`config.mk`:
```
export PLATFORM = sky130hd
export DESIGN_NAME = core
export DESIGN_NICKNAME = d
export VERILOG_FILES = /design/src/verilog/core_pkg.sv /design/src/verilog/exec_bus_if.sv /design/src/verilog/pc_counter.sv /design/src/verilog/pipeline_ctrl.sv /design/src/verilog/decoder.sv /design/src/verilog/regfile.sv /design/src/verilog/execute.sv /design/src/verilog/core.sv
export VERILOG_INCLUDE_DIRS = /design/src /design/src/verilog
export SDC_FILE = /design/constraint.sdc
export NUM_CORES = 2
export LEC_CHECK = 0
export BUFFER_PORTS_ARGS = -buffer_cell sky130_fd_sc_hd__buf_2
export CAP_MARGIN = 40
export CORE_UTILIZATION = 64
export DETAILED_ROUTE_END_ITERATION = 10
export MAX_ROUTING_LAYER = met4
export PLACE_DENSITY_LB_ADDON = 0.2
export SLEW_MARGIN = 5
export SYNTH_ARGS = -nofsm -noshare
export SYNTH_HDL_FRONTEND = slang
export SYNTH_SLANG_ARGS = --single-unit
```
`constraint.sdc`:
```
create_clock -name clock_i -period 7.63 [get_ports clock_i]
set_input_delay 0.3815 -clock clock_i [delete_from_list [all_inputs] [get_ports clock_i]]
set_output_delay 0.3815 -clock clock_i [all_outputs]
set_load 0.02 [all_outputs]
```
`src/verilog/core_settings.svh`:
```
`ifndef CORE_SETTINGS_SVH
`define CORE_SETTINGS_SVH

// datapath and address widths
`define CORE_XLEN       32
`define CORE_IMEM_AW    10
`define CORE_REG_AW     5

// byte address of the first fetch after reset
`define CORE_RESET_PC   32'h0000_0000

// rv32i major opcodes handled by the decoder
`define CORE_OPC_OP     7'b0110011
`define CORE_OPC_OPIMM  7'b0010011
`define CORE_OPC_LUI    7'b0110111
`define CORE_OPC_BRANCH 7'b1100011
`define CORE_OPC_JAL    7'b1101111

`endif

```
`src/verilog/core_pkg.sv`:
```
`include "core_settings.svh"

package core_pkg;

    typedef logic [`CORE_XLEN-1:0]    word_t;
    typedef logic [`CORE_XLEN-1:0]    addr_t;
    typedef logic [`CORE_IMEM_AW-1:0] imem_addr_t;
    typedef logic [`CORE_REG_AW-1:0]  reg_addr_t;

    // branch ops only compare, LINK returns pc + 4
    typedef enum logic [3:0] {
        ALU_ADD,
        ALU_SUB,
        ALU_AND,
        ALU_OR,
        ALU_XOR,
        ALU_PASS_B,
        ALU_LINK,
        ALU_BEQ,
        ALU_BNE
    } alu_op_t;

    typedef enum logic [1:0] {
        ST_BOOT,
        ST_RUN,
        ST_REFILL
    } ctrl_state_t;

endpackage

```
`src/verilog/exec_bus_if.sv`:
```
interface exec_bus_if;

    logic                valid;
    core_pkg::alu_op_t   op;
    core_pkg::reg_addr_t rd;
    core_pkg::reg_addr_t rs1;
    core_pkg::reg_addr_t rs2;
    core_pkg::word_t     rs1_data;
    core_pkg::word_t     rs2_data;
    core_pkg::word_t     imm;
    core_pkg::addr_t     pc;
    logic                use_imm;
    logic                reg_write;

    modport dec (
        output valid, op, rd, rs1, rs2, rs1_data, rs2_data, imm, pc, use_imm, reg_write
    );

    // rs1/rs2 indices go along for forwarding in execute
    modport exe (
        input valid, op, rd, rs1, rs2, rs1_data, rs2_data, imm, pc, use_imm, reg_write
    );

endinterface

```
`src/verilog/pc_counter.sv`:
```
`include "core_settings.svh"

module pc_counter (
    input  logic                 clock_i,
    input  logic                 arst_n_i,
    input  logic                 redirect_i,
    input  core_pkg::addr_t      redirect_pc_i,
    output core_pkg::imem_addr_t addr_o,
    output core_pkg::addr_t      fetch_pc_o
);

    core_pkg::addr_t pc_q;
    core_pkg::addr_t pc_d;

    assign pc_d   = redirect_i ? redirect_pc_i : pc_q + core_pkg::addr_t'(4);
    assign addr_o = pc_q[`CORE_IMEM_AW+1:2];

    always_ff @(posedge clock_i or negedge arst_n_i) begin
        if (!arst_n_i) begin
            pc_q       <= `CORE_RESET_PC;
            fetch_pc_o <= `CORE_RESET_PC;
        end else begin
            pc_q       <= pc_d;
            // memory answers one cycle later, keep pc in step with data_i
            fetch_pc_o <= pc_q;
        end
    end

    // redirect targets come from execute and must stay on word boundaries
    a_pc_aligned: assert property (
        @(posedge clock_i) disable iff (!arst_n_i)
        pc_q[1:0] == 2'b00
    );

endmodule

```
`src/verilog/pipeline_ctrl.sv`:
```
module pipeline_ctrl (
    input  logic clock_i,
    input  logic arst_n_i,
    input  logic redirect_i,
    output logic decode_valid_o
);

    core_pkg::ctrl_state_t state_q;
    core_pkg::ctrl_state_t state_d;

    always_comb begin
        case (state_q)
            core_pkg::ST_BOOT: begin
                state_d = core_pkg::ST_RUN;
            end
            default: begin
                // one dead slot after a redirect for the word already in flight
                state_d = redirect_i ? core_pkg::ST_REFILL : core_pkg::ST_RUN;
            end
        endcase
    end

    always_ff @(posedge clock_i or negedge arst_n_i) begin
        if (!arst_n_i) begin
            state_q <= core_pkg::ST_BOOT;
        end else begin
            state_q <= state_d;
        end
    end

    // the word in decode during a redirect is on the wrong path
    assign decode_valid_o = (state_q == core_pkg::ST_RUN) && !redirect_i;

    // nothing has reached execute yet while booting
    a_no_redirect_in_boot: assert property (
        @(posedge clock_i) disable iff (!arst_n_i)
        (state_q == core_pkg::ST_BOOT) |-> !redirect_i
    );

endmodule

```
`src/verilog/decoder.sv`:
```
`include "core_settings.svh"

module decoder (
    input  logic                clock_i,
    input  logic                arst_n_i,
    input  core_pkg::word_t     inst_i,
    input  core_pkg::addr_t     pc_i,
    input  logic                decode_valid_i,
    input  core_pkg::word_t     rs1_data_i,
    input  core_pkg::word_t     rs2_data_i,
    output core_pkg::reg_addr_t rs1_addr_o,
    output core_pkg::reg_addr_t rs2_addr_o,
    exec_bus_if.dec             bus
);

    logic [6:0]        opcode;
    logic [2:0]        funct3;
    logic [6:0]        funct7;
    core_pkg::word_t   imm_i;
    core_pkg::word_t   imm_u;
    core_pkg::word_t   imm_b;
    core_pkg::word_t   imm_j;
    core_pkg::word_t   imm;
    core_pkg::alu_op_t op;
    logic              use_imm;
    logic              reg_write;

    assign opcode     = inst_i[6:0];
    assign funct3     = inst_i[14:12];
    assign funct7     = inst_i[31:25];
    assign rs1_addr_o = inst_i[19:15];
    assign rs2_addr_o = inst_i[24:20];

    assign imm_i = {{20{inst_i[31]}}, inst_i[31:20]};
    assign imm_u = {inst_i[31:12], 12'b0};
    assign imm_b = {{19{inst_i[31]}}, inst_i[31], inst_i[7], inst_i[30:25], inst_i[11:8], 1'b0};
    assign imm_j = {{11{inst_i[31]}}, inst_i[31], inst_i[19:12], inst_i[20], inst_i[30:21], 1'b0};

    // anything not listed falls out as a nop with no write and no branch
    always_comb begin
        op        = core_pkg::ALU_ADD;
        use_imm   = 1'b0;
        reg_write = 1'b0;
        imm       = imm_i;
        case (opcode)
            `CORE_OPC_OPIMM: begin
                use_imm   = 1'b1;
                reg_write = 1'b1;
                case (funct3)
                    3'b000:  op = core_pkg::ALU_ADD;
                    3'b100:  op = core_pkg::ALU_XOR;
                    3'b110:  op = core_pkg::ALU_OR;
                    3'b111:  op = core_pkg::ALU_AND;
                    default: reg_write = 1'b0;
                endcase
            end
            `CORE_OPC_OP: begin
                reg_write = 1'b1;
                case ({funct7, funct3})
                    10'b0000000_000: op = core_pkg::ALU_ADD;
                    10'b0100000_000: op = core_pkg::ALU_SUB;
                    10'b0000000_100: op = core_pkg::ALU_XOR;
                    10'b0000000_110: op = core_pkg::ALU_OR;
                    10'b0000000_111: op = core_pkg::ALU_AND;
                    default:         reg_write = 1'b0;
                endcase
            end
            `CORE_OPC_LUI: begin
                op        = core_pkg::ALU_PASS_B;
                use_imm   = 1'b1;
                reg_write = 1'b1;
                imm       = imm_u;
            end
            `CORE_OPC_BRANCH: begin
                imm = imm_b;
                if (funct3 == 3'b000) begin
                    op = core_pkg::ALU_BEQ;
                end else if (funct3 == 3'b001) begin
                    op = core_pkg::ALU_BNE;
                end
            end
            `CORE_OPC_JAL: begin
                op        = core_pkg::ALU_LINK;
                reg_write = 1'b1;
                imm       = imm_j;
            end
            default: ;
        endcase
    end

    always_ff @(posedge clock_i or negedge arst_n_i) begin
        if (!arst_n_i) begin
            bus.valid     <= 1'b0;
            bus.reg_write <= 1'b0;
        end else begin
            bus.valid     <= decode_valid_i;
            bus.reg_write <= decode_valid_i && reg_write;
        end
    end

    always_ff @(posedge clock_i) begin
        bus.op       <= op;
        bus.rd       <= inst_i[11:7];
        bus.rs1      <= rs1_addr_o;
        bus.rs2      <= rs2_addr_o;
        bus.rs1_data <= rs1_data_i;
        bus.rs2_data <= rs2_data_i;
        bus.imm      <= imm;
        bus.pc       <= pc_i;
        bus.use_imm  <= use_imm;
    end

endmodule

```
`src/verilog/regfile.sv`:
```
`include "core_settings.svh"

module regfile (
    input  logic                clock_i,
    input  logic                arst_n_i,
    input  core_pkg::reg_addr_t rs1_addr_i,
    input  core_pkg::reg_addr_t rs2_addr_i,
    input  logic                we_i,
    input  core_pkg::reg_addr_t wr_addr_i,
    input  core_pkg::word_t     wr_data_i,
    output core_pkg::word_t     rs1_data_o,
    output core_pkg::word_t     rs2_data_o
);

    core_pkg::word_t regs [2**`CORE_REG_AW];

    // write-first, the retiring value is seen by decode in the same cycle
    function automatic core_pkg::word_t read_port(core_pkg::reg_addr_t addr);
        if (addr == '0) begin
            return '0;
        end
        if (we_i && wr_addr_i == addr) begin
            return wr_data_i;
        end
        return regs[addr];
    endfunction

    assign rs1_data_o = read_port(rs1_addr_i);
    assign rs2_data_o = read_port(rs2_addr_i);

    always_ff @(posedge clock_i or negedge arst_n_i) begin
        if (!arst_n_i) begin
            for (int i = 0; i < 2**`CORE_REG_AW; i++) begin
                regs[i] <= '0;
            end
        end else if (we_i && wr_addr_i != '0) begin
            regs[wr_addr_i] <= wr_data_i;
        end
    end

    // execute filters x0 before retire
    a_no_x0_write: assert property (
        @(posedge clock_i) disable iff (!arst_n_i)
        we_i |-> wr_addr_i != '0
    );

endmodule

```
`src/verilog/execute.sv`:
```
module execute (
    input  logic                clock_i,
    input  logic                arst_n_i,
    exec_bus_if.exe             bus,
    output logic                redirect_o,
    output core_pkg::addr_t     redirect_pc_o,
    output logic                retire_valid_o,
    output core_pkg::reg_addr_t retire_rd_o,
    output core_pkg::word_t     retire_data_o,
    output core_pkg::addr_t     retire_pc_o
);

    core_pkg::word_t op_a;
    core_pkg::word_t op_b_reg;
    core_pkg::word_t op_b;
    core_pkg::word_t result;
    logic            taken;

    // bypass from the retire register, older values come through the regfile
    function automatic core_pkg::word_t fwd(core_pkg::reg_addr_t idx, core_pkg::word_t data);
        if (retire_valid_o && retire_rd_o == idx) begin
            return retire_data_o;
        end
        return data;
    endfunction

    assign op_a     = fwd(bus.rs1, bus.rs1_data);
    assign op_b_reg = fwd(bus.rs2, bus.rs2_data);
    assign op_b     = bus.use_imm ? bus.imm : op_b_reg;

    always_comb begin
        result = op_a + op_b;
        taken  = 1'b0;
        case (bus.op)
            core_pkg::ALU_SUB:    result = op_a - op_b;
            core_pkg::ALU_AND:    result = op_a & op_b;
            core_pkg::ALU_OR:     result = op_a | op_b;
            core_pkg::ALU_XOR:    result = op_a ^ op_b;
            core_pkg::ALU_PASS_B: result = op_b;
            core_pkg::ALU_LINK: begin
                result = bus.pc + 32'd4;
                taken  = 1'b1;
            end
            core_pkg::ALU_BEQ:    taken = (op_a == op_b_reg);
            core_pkg::ALU_BNE:    taken = (op_a != op_b_reg);
            default: ;
        endcase
    end

    // predicted not-taken, so every taken branch redirects
    assign redirect_o    = bus.valid && taken;
    assign redirect_pc_o = bus.pc + bus.imm;

    always_ff @(posedge clock_i or negedge arst_n_i) begin
        if (!arst_n_i) begin
            retire_valid_o <= 1'b0;
        end else begin
            retire_valid_o <= bus.valid && bus.reg_write && bus.rd != '0;
        end
    end

    always_ff @(posedge clock_i) begin
        if (bus.valid && bus.reg_write && bus.rd != '0) begin
            retire_rd_o   <= bus.rd;
            retire_data_o <= result;
            retire_pc_o   <= bus.pc;
        end
    end

    // the two wrong-path slots behind a redirect never reach execute
    a_redirect_squash: assert property (
        @(posedge clock_i) disable iff (!arst_n_i)
        redirect_o |-> bus.valid ##1 !bus.valid ##1 !bus.valid
    );

endmodule

```
`src/verilog/core.sv`:
```
module core (
    input  logic                 clock_i,
    input  logic                 arst_n_i,
    input  core_pkg::word_t      data_i,
    output core_pkg::imem_addr_t addr_o,
    output logic                 imem_sr_o,
    output logic                 retire_valid_o,
    output core_pkg::reg_addr_t  retire_rd_o,
    output core_pkg::word_t      retire_data_o,
    output core_pkg::addr_t      retire_pc_o
);

    core_pkg::addr_t     redirect_pc;
    core_pkg::addr_t     fetch_pc;
    logic                decode_valid;
    core_pkg::reg_addr_t rs1_addr;
    core_pkg::reg_addr_t rs2_addr;
    core_pkg::word_t     rs1_data;
    core_pkg::word_t     rs2_data;

    exec_bus_if u_exec_bus ();

    // imem_sr_o doubles as the internal redirect
    pc_counter u_pc_counter (
        .clock_i       (clock_i),
        .arst_n_i      (arst_n_i),
        .redirect_i    (imem_sr_o),
        .redirect_pc_i (redirect_pc),
        .addr_o        (addr_o),
        .fetch_pc_o    (fetch_pc)
    );

    pipeline_ctrl u_pipeline_ctrl (
        .clock_i        (clock_i),
        .arst_n_i       (arst_n_i),
        .redirect_i     (imem_sr_o),
        .decode_valid_o (decode_valid)
    );

    decoder u_decoder (
        .clock_i        (clock_i),
        .arst_n_i       (arst_n_i),
        .inst_i         (data_i),
        .pc_i           (fetch_pc),
        .decode_valid_i (decode_valid),
        .rs1_data_i     (rs1_data),
        .rs2_data_i     (rs2_data),
        .rs1_addr_o     (rs1_addr),
        .rs2_addr_o     (rs2_addr),
        .bus            (u_exec_bus.dec)
    );

    regfile u_regfile (
        .clock_i    (clock_i),
        .arst_n_i   (arst_n_i),
        .rs1_addr_i (rs1_addr),
        .rs2_addr_i (rs2_addr),
        .we_i       (retire_valid_o),
        .wr_addr_i  (retire_rd_o),
        .wr_data_i  (retire_data_o),
        .rs1_data_o (rs1_data),
        .rs2_data_o (rs2_data)
    );

    execute u_execute (
        .clock_i        (clock_i),
        .arst_n_i       (arst_n_i),
        .bus            (u_exec_bus.exe),
        .redirect_o     (imem_sr_o),
        .redirect_pc_o  (redirect_pc),
        .retire_valid_o (retire_valid_o),
        .retire_rd_o    (retire_rd_o),
        .retire_data_o  (retire_data_o),
        .retire_pc_o    (retire_pc_o)
    );

endmodule

```
Word-level counts from Yosys, hierarchy flattened
Index checks and enable logic that the tools add are counted.
- add/subtract/negate cells: 5
- $lt $le $gt $ge: 4
- eq/ne operators: 28
- mux-type cells: 45
- bitwise logic cells: 6
- reductions and logical operators: 23
- operators by type and width (kind ; count):
    1024-bit bitwise mux ; 1
    32-bit two-way mux ; 19
    32-bit binary-select mux with 5-bit select ; 2
    32-bit case mux with 6 select lines ; 1
    32-bit demux with 5-bit select ; 1
    31-bit case mux with 3 select lines ; 1
    32-bit by 3-bit adder with 32-bit output (second input constant) ; 2
    32-bit adder ; 2
    32-bit AND ; 1
    32-bit equality test ; 1
    32-bit inequality test ; 1
    32-bit OR ; 1
    32-bit subtractor ; 1
    32-bit XOR ; 1
    10-bit by 3-bit equality test with 1-bit output (second input constant) ; 3
    5-bit equality test ; 4
    4-bit case mux with 5 select lines ; 1
    6-bit >= comparator (second input constant) ; 3
    5-bit NOT with 6-bit output ; 3
    4-bit by 3-bit equality test with 1-bit output (second input constant) ; 4
    7-bit by 6-bit equality test with 1-bit output (second input constant) ; 2
    7-bit equality test (second input constant) ; 2
    3-bit case mux with 4 select lines ; 1
    1-bit logical AND ; 11
    23 further kinds ; 42
- register bits after elaboration: 1310
- input bits: 34
- output and inout bits: 81
- logic and storage cells: 161

Depth between registers and ports, before layout
- depth in word-level cells: 10
- mapped depth: 26
- mapped depth without buffers: 22

Cells and area by module
Synthesis repeated with hierarchy kept, for this count alone.
- cell total of the unflattened synthesis: 5564
- area, all modules: 71818.9 um^2
- by module, submodules not included (module ; instances ; cells each ; area each (um^2) ; seq. area each (um^2)):
    regfile ; 1 ; 3834 ; 55172.9 ; 25624.6
    execute ; 1 ; 1250 ; 10323.7 ; 2097.0
    decoder ; 1 ; 246 ; 3632.2 ; 3012.9
    pc_counter ; 1 ; 229 ; 2615.0 ; 1601.5
    pipeline_ctrl ; 1 ; 5 ; 75.1 ; 50.0

Least setup slack after synthesis
No wires, ideal clock.
- kind: flip-flop to flip-flop
- start: register u_execute.retire_rd_o[4]
- end: register u_execute.retire_data_o[28] (data pin)
- setup time: 0.195 ns
- arrival time: 5.232 ns
- required time: 7.435 ns
- slack: 2.203 ns
- cell stages (with the launch flop): 24
- buffers on the path: 4
- period minus slack after synthesis: 5.427 ns
- cell sequence: edfxtp_1 -> xnor2_1 -> and4_1 -> buf_6 -> nand2_1 -> buf_2 -> buf_4 -> buf_2 -> a21oi_1 -> o21ai_0 -> inv_1 -> ha_1 -> mux2i_1 -> fa_1 -> a21o_1 -> a21o_1 -> a2111oi_0 -> o31ai_1 -> a31oi_1 -> a21oi_1 -> o221a_2 -> o21a_1 -> or4_1 -> o311ai_0
- cells in the longest elaborated chain, start to end: 7
- elaborated cells on any way between the ends: 15
- those cells by class: add/sub: 2; eq/ne: 2; mux: 6; bitwise: 3; reduce/logical: 2
- RTL lines (element ; line ; RTL):
    from (decl) ; execute.sv:8 ; output core_pkg::reg_addr_t retire_rd_o,
    from (signal assigned) ; execute.sv:64 ; retire_rd_o <= bus.rd;
    5-bit equality test ; execute.sv:21 ; if (retire_valid_o && retire_rd_o == idx) begin
    1-bit logical AND ; execute.sv:21 ;
    1-bit two-way mux ; execute.sv:21 ;
    32-bit two-way mux ; execute.sv:24 ; return data;
    32-bit two-way mux ; execute.sv:29 ; assign op_b = bus.use_imm ? bus.imm : op_b_reg;
    32-bit adder, or another cell as far along ; execute.sv:32 ; result = op_a + op_b;
    32-bit case mux with 6 select lines * ; execute.sv:34 ; case (bus.op)
    net u_execute.result[28] ; execute.sv:16 ; core_pkg::word_t result;
    to (signal assigned) ; execute.sv:65 ; retire_data_o <= result;
    to (decl) ; execute.sv:9 ; output core_pkg::word_t retire_data_o,
The timed path passes the listed nets; every way through them passes the cells marked *.
A chain may end at the register's enable or synchronous reset.

Worst setup path after layout
- start: register u_execute.retire_rd_o[3]
- end: register u_execute.retire_data_o[31] (data pin)
The elaborated chain is that of the path after synthesis.

==> run metrics <==
kind of critical path register to register; layout cells sized above 1 39.83%; Final period util 89.45%; DRT antenna net count 0; Max IR drop VDD 206.6 uV; share of cell area taken by muxes after synthesis 36.43%; H-tree depth 4; synthesis warning total 0; DRC violations left 0; Synth Area in Compound Gates 5.709%; HPWL Detailed 139.3 mm; Max clock buf depth 3; max cap viols 0; cts repair resizes 0; DIE WIDTH 337.2 um; Post-synth EDFFs 69; status completed; initial drt markers 5344; CTS root buf clkbuf_16; final core utilization 71.15%; Chip Height 337.2 um; Cell Rows 122; clk slew on worst S/H paths 0.06 ns; FF+latch count, synth 1310; largest net degree at the start of global routing 160; Crit. End Element register; Power Density 203.0 nW/um2; post-layout minimum cycle time 6.825 ns; Vias 48800; IO Pins 115; maximum fanout along the worst path 13; Setup violations, final 0; register-to-register setup slack 0.80 ns; Pre-antenna DRT Iters 6; IO Port Bufs 114; Layout Nets 5354; Storage cell area 32390 um2; DIE AREA 113700 um2; Cells after Synth 5299; Startpoint Class register; pin slew with the least headroom to its limit 0.9917 ns; post-DR vias/cell 7.179; # clock sinks 1310; TritonCTS clock tree yes; WP data arrival 7.31 ns; Final Non-Filler Cells 6797; Final Slew Violations 0; Total Routing Usage GR 41.86%; critical path's slowest cell nor2_2; Final Hold Fails 0; Worst-Skew Late Latency 0.77 ns; Post-synth top flop dfrtp_1; largest stage delay on the critical path 0.69 ns; DP Cell Count 6519; multi-input logic area 37390 um2; vias in the first global route 48590; post-synthesis adder-cell area fraction 2.265%; Area Growth Syn to Fin 9.771%; Syn Nets 5462; Power, Total 0.01603 W; gpl congestion 1.006; asr flop ratio synth 83.44%; HP Class input port to register; slew margin rel. 33.89%; synthesized area per cell 13.57 um2; Final Skew 0.03783 ns; synth unique cells 86; Seq/Total Area, Yosys 45.03%; Cell Area, Synth 71930 um2; main combinational cell family by area after synthesis multiplexers; core area 111000 um2; Leak Pwr 35.88 nW; unrepaired setup endpoints after global routing no; Worst Hold Margin 0.1073 ns; CP required 8.12 ns; xor and xnor fraction of the mapped netlist area 2.094%; initial core utilization 64.81%; Post-Synth Simple-Gate Area 5.053%; FMAX 146.5 MHz; first-pass GRT wire length 332.2 mm; fillers 7388; Post-Route WL 225.6 mm; CP Buf/Inv Count 1; CP cell instances xnor2_1, nand4_1, nor2_2, o311a_1, inv_1, a211o_1, o41ai_2, xnor2_1, ha_1, and3_1, and3_1, a21boi_0, a211oi_1, o21ai_0, a21oi_1, o22ai_1, a211oi_1, or3_1; TNS Setup 0 ns; wire per inst 33.19 um; cell class contributing the biggest share of worst-path delay compound AO/OA/AOI/OAI gates; initial antenna violation count 8; grt total ovfl 0; Num CTS Buffers 140
## per-stage QoR
step | setup WS, ns | area [um2]
finish | 0.8048 | 78950
global route | 0.6337 | 78950
CTS | 0.9897 | 78920
detailed placement | 0.9993 | 74080
global placement | 1.112 | 73630
floorplan | 2.203 | 71930
## report_power, final
| group | leakage, nW | switching (W) | total (W) | internal, W |
|---|---|---|---|---|
| registers | 17.0 | 0.000175 | 0.00734 | 0.00717 |
| logic | 16.6 | 0.00105 | 0.00176 | 0.000710 |
| clock network | 2.28 | 0.00292 | 0.00692 | 0.00400 |
## cell usage in the layout (no fill, tap or decap), types with 15 or more instances in the layout
cell type	count
nor2_1	191
clkbuf_16	147
edfxtp_1	69
and2_1	33
xnor2_1	97
nor2_4	18
a31oi_1	22
o21a_1	15
ha_1	127
inv_1	89
mux2i_1	135
mux4_2	620
a221oi_1	31
nand2_1	184
buf_4	106
dlygate4sd3_1	17
dfxtp_1	148
clkinv_2	18
a21o_1	53
nor2b_1	26
a21oi_1	111
nand3_1	80
nand2b_1	20
nand4_1	24
xor2_1	75
dfrtp_1	1093
buf_12	16
a211oi_1	104
o221ai_1	19
o21ai_0	136
clkbuf_1	42
clkbuf_8	24
nor3_1	32
and3_1	36
buf_2	103
mux2_2	963
## kinds of logic after synthesis
group | count (synthesis)
adders and majority gates | 129
buffers and inverters | 606
and+or+nand+nor | 747
AOI/OAI and AO/OA | 613
muxes | 1722
xor gates and xnor gates | 172
DFF | 1310
## worst min-delay path, delay by kind of cell
family                 cells  cell delay (ns)
and+or+nand+nor            1             0.22
AOI/OAI and AO/OA          1             0.10
buffers and inverters      1             0.08
## path summary, 6_finish.rpt
| kind | startpoint | endpoint | cells after the start |
|---|---|---|---|
| max in group asynchronous | arst_n_i | u_regfile.regs[863]$_DFFE_PN0P_ | 4 |
| worst min-delay path | data_i[6] | u_decoder.bus.op[0]$_SDFF_PN0_ | 3 |
| worst max register to register | u_execute.retire_rd_o[3]$_DFFE_PP_ | u_execute.retire_data_o[31]$_DFFE_PP_ | 18 |
| worst max-delay path | u_execute.retire_rd_o[3]$_DFFE_PP_ | u_execute.retire_data_o[31]$_DFFE_PP_ | 18 |
| worst min register to register | u_pc_counter.fetch_pc_o[2]$_DFF_PN0_ | u_decoder.bus.pc[2]$_DFF_P_ | 0 |
| min in group asynchronous | arst_n_i | u_pc_counter.fetch_pc_o[26]$_DFF_PN0_ | 2 |
## sequential cells by signal (all words and copies together), names as in the netlist
| register | cells |
|---|---|
| u_decoder.bus.imm | 32 |
| u_pc_counter.fetch_pc_o | 32 |
| u_decoder.bus.rd | 5 |
| u_decoder.bus.reg_write | 1 |
| u_pipeline_ctrl.state_q | 2 |
| u_decoder.bus.valid | 1 |
| u_decoder.bus.rs2 | 5 |
| u_decoder.bus.rs1_data | 32 |
| u_execute.retire_data_o | 32 |
| u_decoder.bus.pc | 32 |
| u_decoder.bus.rs1 | 5 |
| u_pc_counter.pc_q | 32 |
| u_decoder.bus.use_imm | 1 |
| u_regfile.regs | 1024 |
| u_execute.retire_rd_o | 5 |
| u_execute.retire_pc_o | 32 |
| u_execute.retire_valid_o | 1 |
| u_decoder.bus.op | 4 |
| u_decoder.bus.rs2_data | 32 |
## Yosys cell counts (60+ instances only)
cell / instances / area (um2)
a211oi_1: 105 / 788.3
a21oi_1: 111 / 555.5
buf_1: 60 / 225.2
clkbuf_1: 407 / 1528
dfrtp_1: 1093 / 27350
dfxtp_1: 148 / 2963
edfxtp_1: 69 / 2072
ha_1: 127 / 1589
inv_1: 89 / 334.1
mux2_2: 963 / 10840
mux2i_1: 136 / 1361
mux4_2: 620 / 13960
nand2_1: 201 / 754.5
nand3_1: 82 / 410.4
nor2_1: 211 / 792.0
o21ai_0: 136 / 680.7
xnor2_1: 97 / 849.6
xor2_1: 75 / 656.9
## final cells by class
cell class,instances,share of cell area (%)
clock inverters,43,0.6291
inverters,91,0.4326
multi-input cells,3383,47.35
well taps,1488,2.358
diodes,4,0.01268
clock buffers,213,5.277
repair buffers,265,2.917
flip-flops and latches,1310,41.02
## what timing repair did
action                                  CTS  global route
endpoints found under the hold margin   117             0
endpoints found under the setup margin    0             0
setup buffers                             0             0
hold buffers                             17             0
## per-layer routing
layer / wire length [um] / GRT usage (%) / up-vias
met2: 102600 / 60.99 / 2687
met3: 22950 / 9.504 / 608
met5: 0 / - / -
li1: - / - / 19910
met1: 88810 / 56.80 / 25590
met4: 11210 / 18.31 / 0
Note: power is estimated with default switching activity, not from simulation.
